===== src/include/cache_macros.svh =====
`ifndef CACHE_MACROS_SVH
`define CACHE_MACROS_SVH

// address split, tag | index | byte offset
`define CACHE_TAG_BITS 9
`define CACHE_INDEX_BITS 3
`define CACHE_OFFSET_BITS 4

// one entry per index
`define CACHE_SETS 8

// eight 16-bit words per line
`define CACHE_LINE_BITS 128

`endif


===== src/logic/lc3b_types.sv =====
`include "cache_macros.svh"

package lc3b_types;

	// address or data word
	typedef logic [15:0] lc3b_word;

	// address fields, addr[15:7] | addr[6:4] | addr[3:0]
	typedef logic [`CACHE_TAG_BITS-1:0] lc3b_c_tag;
	typedef logic [`CACHE_INDEX_BITS-1:0] lc3b_c_index;
	typedef logic [`CACHE_OFFSET_BITS-1:0] lc3b_c_offset;

	// bit 0 low byte, bit 1 high byte
	typedef logic [1:0] lc3b_mem_wmask;

	// word k sits at bits 16k+15:16k
	typedef logic [`CACHE_LINE_BITS-1:0] lc3b_cache_line;

	// miss handling states
	typedef enum logic [1:0] {
		s_idle,
		s_writeback,
		s_fetch
	} cache_state;

endpackage : lc3b_types


===== src/logic/cache_ctrl_if.sv =====
interface cache_ctrl_if;

	// commands from the controller
	logic store_word;	// cpu write into hit way, marks dirty
	logic fill;	// pmem line into victim way
	logic lru_write;
	logic wb_addr_sel;	// victim tag on pmem_address

	// status from the datapath
	logic hit;
	logic victim_dirty;	// lru way valid and dirty

	modport ctrl (
		output store_word,
		output fill,
		output lru_write,
		output wb_addr_sel,
		input hit,
		input victim_dirty
	);

	modport dp (
		input store_word,
		input fill,
		input lru_write,
		input wb_addr_sel,
		output hit,
		output victim_dirty
	);

endinterface : cache_ctrl_if


===== src/logic/array.sv =====
`include "cache_macros.svh"

module array #(
	parameter int width = 128
) (
	input logic clk,
	input logic rst_n,
	input logic write,
	input lc3b_types::lc3b_c_index index,
	input logic [width-1:0] datain,
	output logic [width-1:0] dataout
);

	logic [width-1:0] data [`CACHE_SETS];

	always_ff @(posedge clk) begin
		if (!rst_n) begin
			for (int i = 0; i < `CACHE_SETS; i++)
				data[i] <= '0;
		end else if (write) begin
			data[index] <= datain;
		end
	end

	// read is combinational
	assign dataout = data[index];

endmodule : array


===== src/logic/cache.sv =====
module cache (
	input logic clk,
	input logic rst_n,

	// cpu side
	input logic mem_read,
	input logic mem_write,
	input lc3b_types::lc3b_word mem_address,
	input lc3b_types::lc3b_word mem_wdata,
	input lc3b_types::lc3b_mem_wmask mem_byte_enable,
	output lc3b_types::lc3b_word mem_rdata,
	output logic mem_resp,

	// physical memory side
	output logic pmem_read,
	output logic pmem_write,
	output lc3b_types::lc3b_word pmem_address,
	output lc3b_types::lc3b_cache_line pmem_wdata,
	input lc3b_types::lc3b_cache_line pmem_rdata,
	input logic pmem_resp
);

	cache_ctrl_if ctl_bus ();

	cache_control control (
		.clk(clk),
		.rst_n(rst_n),
		.mem_read(mem_read),
		.mem_write(mem_write),
		.pmem_resp(pmem_resp),
		.ctl(ctl_bus.ctrl),
		.mem_resp(mem_resp),
		.pmem_read(pmem_read),
		.pmem_write(pmem_write)
	);

	cache_datapath datapath (
		.clk(clk),
		.rst_n(rst_n),
		.mem_address(mem_address),
		.mem_wdata(mem_wdata),
		.mem_byte_enable(mem_byte_enable),
		.pmem_rdata(pmem_rdata),
		.ctl(ctl_bus.dp),
		.mem_rdata(mem_rdata),
		.pmem_address(pmem_address),
		.pmem_wdata(pmem_wdata)
	);

endmodule : cache


===== src/logic/cache_control.sv =====
module cache_control (
	input logic clk,
	input logic rst_n,
	input logic mem_read,
	input logic mem_write,
	input logic pmem_resp,
	cache_ctrl_if.ctrl ctl,
	output logic mem_resp,
	output logic pmem_read,
	output logic pmem_write
);

	import lc3b_types::*;

	cache_state state;
	cache_state next_state;
	logic request;

	assign request = mem_read | mem_write;

	always_ff @(posedge clk) begin
		if (!rst_n)
			state <= s_idle;
		else
			state <= next_state;
	end

	always_comb begin
		next_state = state;
		mem_resp = 1'b0;
		pmem_read = 1'b0;
		pmem_write = 1'b0;
		ctl.store_word = 1'b0;
		ctl.fill = 1'b0;
		ctl.lru_write = 1'b0;
		ctl.wb_addr_sel = 1'b0;

		unique case (state)
			s_idle: begin
				if (request) begin
					if (ctl.hit) begin
						// zero latency, arrays update at this edge
						mem_resp = 1'b1;
						ctl.lru_write = 1'b1;
						ctl.store_word = mem_write;
					end else if (ctl.victim_dirty) begin
						next_state = s_writeback;
					end else begin
						next_state = s_fetch;
					end
				end
			end

			s_writeback: begin
				pmem_write = 1'b1;
				ctl.wb_addr_sel = 1'b1;	// victim line address
				if (pmem_resp)
					next_state = s_fetch;
			end

			s_fetch: begin
				pmem_read = 1'b1;
				if (pmem_resp) begin
					ctl.fill = 1'b1;
					next_state = s_idle;	// request hits next cycle
				end
			end

			default: next_state = s_idle;
		endcase
	end

endmodule : cache_control


===== src/logic/cache_datapath.sv =====
module cache_datapath (
	input logic clk,
	input logic rst_n,
	input lc3b_types::lc3b_word mem_address,
	input lc3b_types::lc3b_word mem_wdata,
	input lc3b_types::lc3b_mem_wmask mem_byte_enable,
	input lc3b_types::lc3b_cache_line pmem_rdata,
	cache_ctrl_if.dp ctl,
	output lc3b_types::lc3b_word mem_rdata,
	output lc3b_types::lc3b_word pmem_address,
	output lc3b_types::lc3b_cache_line pmem_wdata
);

	import lc3b_types::*;

	lc3b_c_tag tag;
	lc3b_c_index index;
	lc3b_c_offset offset;

	// per way read outputs
	lc3b_c_tag tag_out [2];
	lc3b_cache_line data_out [2];
	logic valid_out [2];
	logic dirty_out [2];

	logic [1:0] way_hit;
	logic [1:0] way_victim;
	logic lru_out;
	logic sel_way;
	lc3b_cache_line sel_line;
	lc3b_cache_line merged_line;
	lc3b_cache_line data_in;

	assign {tag, index, offset} = mem_address;

	for (genvar w = 0; w < 2; w++) begin : g_way
		logic fill_here;
		logic store_here;

		assign fill_here = ctl.fill & way_victim[w];
		assign store_here = ctl.store_word & way_hit[w];
		assign way_hit[w] = valid_out[w] & (tag_out[w] == tag);

		array #(.width(1)) valid_arr (
			.clk(clk),
			.rst_n(rst_n),
			.write(fill_here),
			.index(index),
			.datain(1'b1),
			.dataout(valid_out[w])
		);

		// set by a cpu store, cleared by a fill
		array #(.width(1)) dirty_arr (
			.clk(clk),
			.rst_n(rst_n),
			.write(fill_here | store_here),
			.index(index),
			.datain(ctl.store_word),
			.dataout(dirty_out[w])
		);

		array #(.width($bits(lc3b_c_tag))) tag_arr (
			.clk(clk),
			.rst_n(rst_n),
			.write(fill_here),
			.index(index),
			.datain(tag),
			.dataout(tag_out[w])
		);

		array #(.width($bits(lc3b_cache_line))) data_arr (
			.clk(clk),
			.rst_n(rst_n),
			.write(fill_here | store_here),
			.index(index),
			.datain(data_in),
			.dataout(data_out[w])
		);
	end

	array #(.width(1)) lru_arr (
		.clk(clk),
		.rst_n(rst_n),
		.write(ctl.lru_write),
		.index(index),
		.datain(~sel_way),	// other way becomes next victim
		.dataout(lru_out)
	);

	line_writer writer (
		.line(sel_line),
		.cpu_data(mem_wdata),
		.byte_enable(mem_byte_enable),
		.offset(offset),
		.out(merged_line)
	);

	assign way_victim = lru_out ? 2'b10 : 2'b01;
	assign ctl.hit = |way_hit;
	assign ctl.victim_dirty = valid_out[lru_out] & dirty_out[lru_out];

	// hitting way, else the lru way
	assign sel_way = ctl.hit ? way_hit[1] : lru_out;
	assign sel_line = data_out[sel_way];

	assign data_in = ctl.fill ? pmem_rdata : merged_line;
	assign mem_rdata = sel_line[{offset[3:1], 4'd0} +: 16];
	assign pmem_wdata = sel_line;

	always_comb begin
		if (ctl.wb_addr_sel)
			pmem_address = {tag_out[lru_out], index, lc3b_c_offset'(0)};
		else
			pmem_address = {tag, index, lc3b_c_offset'(0)};
	end

endmodule : cache_datapath


===== src/logic/line_writer.sv =====
module line_writer (
	input lc3b_types::lc3b_cache_line line,
	input lc3b_types::lc3b_word cpu_data,
	input lc3b_types::lc3b_mem_wmask byte_enable,
	input lc3b_types::lc3b_c_offset offset,
	output lc3b_types::lc3b_cache_line out
);

	logic [6:0] lo_base;
	logic [6:0] hi_base;

	// bit position of the addressed word, offset[0] ignored
	assign lo_base = {offset[3:1], 4'd0};
	assign hi_base = {offset[3:1], 4'd8};

	always_comb begin
		out = line;
		if (byte_enable[0])
			out[lo_base +: 8] = cpu_data[7:0];
		if (byte_enable[1])
			out[hi_base +: 8] = cpu_data[15:8];	// high byte
	end

endmodule : line_writer


===== config.mk =====
export PLATFORM = sky130hd
export DESIGN_NAME = cache
export DESIGN_NICKNAME = d
export VERILOG_FILES = /design/src/logic/lc3b_types.sv /design/src/logic/cache_ctrl_if.sv /design/src/logic/array.sv /design/src/logic/cache.sv /design/src/logic/cache_control.sv /design/src/logic/cache_datapath.sv /design/src/logic/line_writer.sv
export VERILOG_INCLUDE_DIRS = /design/src /design/src/include
export SDC_FILE = /design/constraint.sdc
export NUM_CORES = 2
export LEC_CHECK = 0
export ABC_AREA = 1
export BUFFER_PORTS_ARGS = -buffer_cell sky130_fd_sc_hd__buf_2
export CAP_MARGIN = 10
export CORE_MARGIN = 2
export CORE_UTILIZATION = 45
export DETAILED_ROUTE_END_ITERATION = 6
export SETUP_SLACK_MARGIN = 0.5
export SLEW_MARGIN = 20
export SYNTH_ARGS = -nofsm -noshare
export SYNTH_HDL_FRONTEND = slang
export SYNTH_SLANG_ARGS = --single-unit
export TNS_END_PERCENT = 20

===== constraint.sdc =====
create_clock -name clk -period 9.1 [get_ports clk]
set_input_delay 1.82 -clock clk [delete_from_list [all_inputs] [get_ports clk]]
set_output_delay 1.82 -clock clk [all_outputs]
set_load 0.05 [all_outputs]

# [Word level (Yosys, flattened, before mapping)]
# Memories as Yosys holds them, arrays and structs flattened.
# Cells that the tools add are included.
[word_totals] ff_bits=2 latch_bits=0 mem_bits_rw=2232 mem_bits_ro=0 output_inout_bits=163 n_memories=9
[memory_table] memory="datapath.g_way[0].data_arr.data" depth=8 width=128 read_ports=1 rd_ports_with_merged_regs=0 write_ports=8 line="array.sv:14" source="logic [width-1:0] data [`CACHE_SETS];"
[memory_table] memory="datapath.g_way[1].data_arr.data" depth=8 width=128 read_ports=1 rd_ports_with_merged_regs=0 write_ports=8 line="array.sv:14"
[memory_table] memory="datapath.g_way[0].tag_arr.data" depth=8 width=9 read_ports=1 rd_ports_with_merged_regs=0 write_ports=8 line="array.sv:14"
[memory_table] memory="datapath.g_way[1].tag_arr.data" depth=8 width=9 read_ports=1 rd_ports_with_merged_regs=0 write_ports=8 line="array.sv:14"
[memory_table] memory="datapath.g_way[0].dirty_arr.data" depth=8 width=1 read_ports=1 rd_ports_with_merged_regs=0 write_ports=8 line="array.sv:14"
[memory_table] memory="datapath.g_way[0].valid_arr.data" depth=8 width=1 read_ports=1 rd_ports_with_merged_regs=0 write_ports=8 line="array.sv:14"
[memory_table] memory="3 more memories"
[op_classes] n_addsub=2 mul=0 div_mod_pow=0 order_cmp=2 eq_ne=8 shifts=5 mux=79 bitwise_logic=13 reduce_logical=12
[op_table] cell="$mux 128" count=8
[op_table] cell="$bwmux 128" count=2
[op_table] cell="$reduce_or 128->1" count=2
[op_table] cell="$shift 8x9->128 const A" count=2
[op_table] cell="$shiftx 8x9->128" count=2
[op_table] cell="$shiftx 128x8->16" count=1
[op_table] cell="$mux 1" count=47
[op_table] cell="$mux 9" count=5
[op_table] cell="$mux 3" count=9
[op_table] cell="$eq 9x9->1" count=2
[op_table] cell="$neg 7->9" count=2
[op_table] cell="$reduce_or 9->1" count=2
[op_table] cell="$mux 16" count=1
[op_table] cell="$mux 2" count=6
[op_table] cell="$and 1x1->1" count=7
[op_table] cell="$ne 2x2->1 const B" count=3
[op_table] cell="$pmux 2 s3" count=1
[op_table] cell="$reduce_or 1->1" count=5
[op_table] cell="$ge 2x2->1 const B" count=2
[op_table] cell="$not 1->2" count=2
[op_table] cell="$reduce_and 4->1" count=1
[op_table] cell="$or 1x1->1" count=3
[op_table] cell="$eq 2x1->1 const B" count=1
[op_table] cell="$eq 2x2->1 const B" count=1
[op_table] cell="other kinds (4)" count=4

# [Logic depth before layout (Yosys ltp)]
# An unclocked memory read counts as a cell.
[logic_depth] word_depth=15 ltp_mapped=24

# [Modules after synthesis]
# Synthesis repeated with hierarchy kept, for this count alone.
[hier_totals] hier_cells=13268 hier_area_um2=110790.0
[by_module_without_submodules] module="array (datapath.g_way[0].data_arr)" instances=1 cells_per_inst=5193 area_each_um2=46888.7
[by_module_without_submodules] module="array (datapath.g_way[1].data_arr)" instances=1 cells_per_inst=5193 area_each_um2=46744.8
[by_module_without_submodules] module="array (datapath.g_way[0].tag_arr ...)" instances=2 cells_per_inst=374 area_each_um2=3523.4
[by_module_without_submodules] module="cache_datapath" instances=1 cells_per_inst=1259 area_each_um2=5449.0
[by_module_without_submodules] module="line_writer" instances=1 cells_per_inst=503 area_each_um2=2367.3
[by_module_without_submodules] module="array (datapath.g_way[0].dirty_arr ...)" instances=5 cells_per_inst=68 area_each_um2=424.2
[by_module_without_submodules] module="cache_control" instances=1 cells_per_inst=32 area_each_um2=172.7

# [Worst setup path after synthesis]
# Ideal clock, no wire load.
[synth_timing] path_type="input port to flip-flop" start="input mem_address[4]" end="memory datapath.g_way[0].data_arr.data[7][0] (enable)" setup_time_ns=0.492 t_arrival_ns=6.794 setup_slack_ns=1.813 path_stages=18 path_cell_list="buf_2 -> buf_6 -> or2_2 -> o211ai_1 -> nand2_1 -> nor2_1 -> xor2_1 -> nand2_1 -> nor2_2 -> nand2_2 -> nand2_2 -> nand3_2 -> o21ai_4 -> buf_6 -> nand3_2 -> buf_4 -> buf_4 -> nand2_1"
[synth_lines] element="start: declaration" line="cache.sv:8" source="input lc3b_types::lc3b_word mem_address,"
[synth_lines] element="end: declaration" line="array.sv:14"

# [Worst setup path after layout]
[layout_timing] start="input mem_address[4]" end="output mem_rdata[13]"
[layout_between] elab_chain_len=10 word_cells_on_any_way=18 cone_classes="eq/ne (2); shift (1); mux (4); bitwise (3); reduce/logical (1); memory (7)"
[layout_lines] element="$mem_v2 8x9"
[layout_lines] element="$eq 9x9->1" line="cache_datapath.sv:42" source="assign way_hit[w] = valid_out[w] & (tag_out[w] == tag);"
[layout_lines] element="$and 1x1->1" line="cache_datapath.sv:42"
[layout_lines] element="$reduce_or 2->1" line="cache_datapath.sv:100" source="assign ctl.hit = |way_hit;"
[layout_lines] element="$mux 1" line="cache_datapath.sv:104" source="assign sel_way = ctl.hit ? way_hit[1] : lru_out;"
[layout_lines] element="$not 1->2 (implied by the code)" line="cache_datapath.sv:105" source="assign sel_line = data_out[sel_way];"
[layout_lines] element="$mux 128 (implied by the code) (*) (3 in series)" line="cache_datapath.sv:105"
[layout_lines] element="$shiftx 128x8->16 (*)" line="cache_datapath.sv:108" source="assign mem_rdata = sel_line[{offset[3:1], 4'd0} +: 16];"
[layout_lines] element="end: declaration" line="cache.sv:11" source="output lc3b_types::lc3b_word mem_rdata,"
# Every way passes the cells marked *; elsewhere a longest branch is shown, timed or not. The select of a mux whose other input is x is not followed.

==> impl_metrics.tcl <==
set metrics [dict create \
    cts_made_buffers 229 \
    num_vias 82984 \
    powerDensity_nw_per_um2 211 \
    whs_endpoint "datapath.g_way[1].valid_arr.data[7]" \
    wl_per_cell_um 34.2 \
    synth.avg_cell_area_um2 10.9 \
    netlist_area_um2 101000 \
    drt_wl_total_mm 422 \
    path_clk_slew_ns 0.06 \
    yosys.area.top_type "edfxtp_1" \
    dieArea_um2 229000 \
    first_iter_violations 13961 \
    ctsResizeCount 0 \
    max-vdd-ir-drop_mv 0.204 \
    hp-start "datapath.g_way[1].valid_arr.data[7]" \
    cts_tree "built" \
    switchingPower_w 0.00657 \
    rrSetupSlack_ns 3.90 \
    nNetsFinal 9310 \
    worstPathRequired_ns 7.28 \
    syn2layout_area_growth_pct 11.2 \
    grt_max_degree 131 \
    pwr-share-clk 0.389 \
    setup_tns_ns 0 \
    drive_gt1_frac 0.106 \
    ys_warn_count 0 \
    synth-edff-count 2192 \
    ys_seq_elements 2234 \
    cap_violations 0 \
    hold_class "flop to flop" \
    fmaxAchievable_mhz 119 \
    finClkSkew_ns 0.0433 \
    coreArea_um2 224000 \
    antenna_found_initial 31 \
    ctsRootBufferMaster "clkbuf_16" \
    synth_cell_type_count 46 \
    rsz0062_at_grt "no" \
    finalCritPeriodShare 0.924 \
    synth_top_flop_cell "edfxtp_1" \
    ant_nets 0 \
    die_h_um 479 \
    synthCells 9292 \
    yosysSeqAreaShare 0.657 \
    cts_hold_buf 0 \
    clock_sinks 2234 \
    grt_pass1_vias 77013 \
    crit_type "input port to primary output" \
    final_core_util 0.503 \
    whs_path_depth 2 \
    seqPwrFrac 0.493 \
    ys_async_sr_fraction 0 \
    dr.pass1.iters 6 \
    start_kind "input port" \
    netlist_top_cells_count "edfxtp_1 (2192), a21oi_1 (2072), nand2_1 (1766)" \
    setup_viol 0 \
    p_int_w 0.0172 \
    dp_hpwl_mm 225 \
    reg2reg_depth 18 \
    numPortBuffers 324 \
    gr-total-overflow 0 \
    viasPerCell 6.72 \
    place.gp.congestion 0.947 \
    post_cts_buffers 0 \
    synth_most_common_cell "edfxtp_1" \
    worst_pin_slew_ns 1.30 \
    combinationalPowerShare 0.118 \
    outcome "finished clean" \
    grt_pass1_wl_mm 587 \
    hold_violations 0 \
    final.min_clock_period_ns 8.41 \
    grt_use_total 0.358 \
    drc_errors 0 \
    clk_path_buf_depth 3 \
    swShare 0.276 \
    clk_latency_ns 0.92 \
    endpoint_kind "primary output" \
    ys_top_cells_by_area "edfxtp_1 (65%), a21oi_1 (10%), nand2_1 (6.5%)" \
    path_max_fanout 64 \
    synth_top_cell_area_share 0.649 \
    leakage_nw 40.2 \
    relSlewSlack 0.127 \
    regToRegEndpoint "datapath.g_way[1].data_arr.data[3][103]" \
    rows 174 \
    ios 330 \
    drv_slew 0 \
    cp.arrival_ns 6.59 \
    die_w_um 479 \
    start_util 0.452 \
    htreeDepth 4 \
    reg2reg_from "datapath.g_way[1].tag_arr.data[4][1]" \
]
## logic make-up after synthesis
logic type	count (synthesis)	synth area share
compound gates	2970	0.169
xor+xnor	3	0.000259
fa+ha+maj	6	0.000740
buf+inv	1195	0.0496
flops	2234	0.657
other cells	1	0.0000370
simple gates	2883	0.123
## critical path, stage by stage
cell     delay (ns)
buf_2          0.11
buf_4          0.58
nand2_1        0.11
o21ai_0        0.12
nand2_1        0.08
nand2_1        0.07
nand2_1        0.04
nand2_1        0.17
nand2_1        0.09
nor2_1         0.09
nand2_1        0.06
nor2_1         0.08
nand2_1        0.32
nand2_8        0.39
nand2_8        0.35
buf_4          0.35
nand2_1        0.12
nand3_1        0.26
nand3_1        0.19
nand2_1        0.07
nand2_1        0.40
nand2_1        0.32
buf_2          0.30
## sequential cells by signal, indices dropped and copies added (netlist names)
signal	count
datapath.g_way.valid_arr.data	16
datapath.g_way.dirty_arr.data	16
control.state	2
datapath.lru_arr.data	8
datapath.g_way.tag_arr.data	144
datapath.g_way.data_arr.data	2048
## final cells by class
class / count / area, um2
diodes: 21 / 52.6
clock buffers: 308 / 6120
clock inverters: 119 / 1030
fillers: 20013 / 112000
inverters: 301 / 1180
multi-input cells: 5866 / 30100
flip-flops and latches: 2234 / 66700
well taps: 2992 / 3740
repair buffers: 505 / 3860
## worst max path at each step
stage | startpoint | end | slack [ns] | cells past startpoint
after detailed placement | mem_address[4] | mem_rdata[9] | 1.08 | 22
after CTS | mem_address[4] | mem_rdata[9] | 1.07 | 22
final | mem_address[4] | mem_rdata[13] | 0.69 | 23
after global routing | mem_address[4] | mem_rdata[13] | 0.67 | 23
after floorplan | mem_address[4] | datapath.g_way[0].data_arr.data[7][0] | 1.81 | 18
after global placement | mem_address[4] | mem_rdata[9] | 1.10 | 22
## power by group through the flow
stage	registers [W]	logic [W]	clock network (W)
6_report	0.0117	0.00281	0.00924
5_1_grt	0.0118	0.00287	0.00963
4_1_cts	0.0117	0.00270	0.00923
3_5_place_dp	0.0119	0.00269	0
3_3_place_gp	0.0119	0.00268	0
2_1_floorplan	0.0120	0.00158	0
## per-stage QoR
step | instance area, um2 | hold slack (ns) | setup WS [ns] | instances | total power [W]
after detailed placement | 106000 | 0.434 | 1.08 | 11897 | 0.0146
after global routing | 113000 | 0.472 | 0.670 | 12332 | 0.0243
after CTS | 113000 | 0.444 | 1.07 | 12324 | 0.0237
final | 113000 | 0.446 | 0.694 | 12346 | 0.0238
after global placement | 106000 | 0.433 | 1.10 | 11897 | 0.0146
after floorplan | 101000 | 0.423 | 1.81 | 9295 | 0.0136
## metal layers
metal	vias up	global-route usage	wire length, um
li1	33913	-	-
met1	40796	0.477	150000
met2	6965	0.524	181000
met3	1298	0.0957	62200
met4	12	0.214	29400
met5	-	0.000621	81
## cell usage in the layout (no fill, tap or decap), types with 180 or more instances in the layout
cell | Yosys | routed
edfxtp_1 | 2192 | 2192
a21oi_1 | 2072 | 2072
nand2_1 | 1766 | 1741
nand3_1 | 453 | 447
buf_2 | 333 | 318
a22oi_1 | 284 | 284
inv_1 | 284 | 279
nand4_1 | 251 | 251
a221oi_1 | 245 | 245
nor2_1 | 245 | 241
clkbuf_16 | 0 | 233
o21ai_0 | 180 | 180
Note: power is estimated with default switching activity, not from simulation.
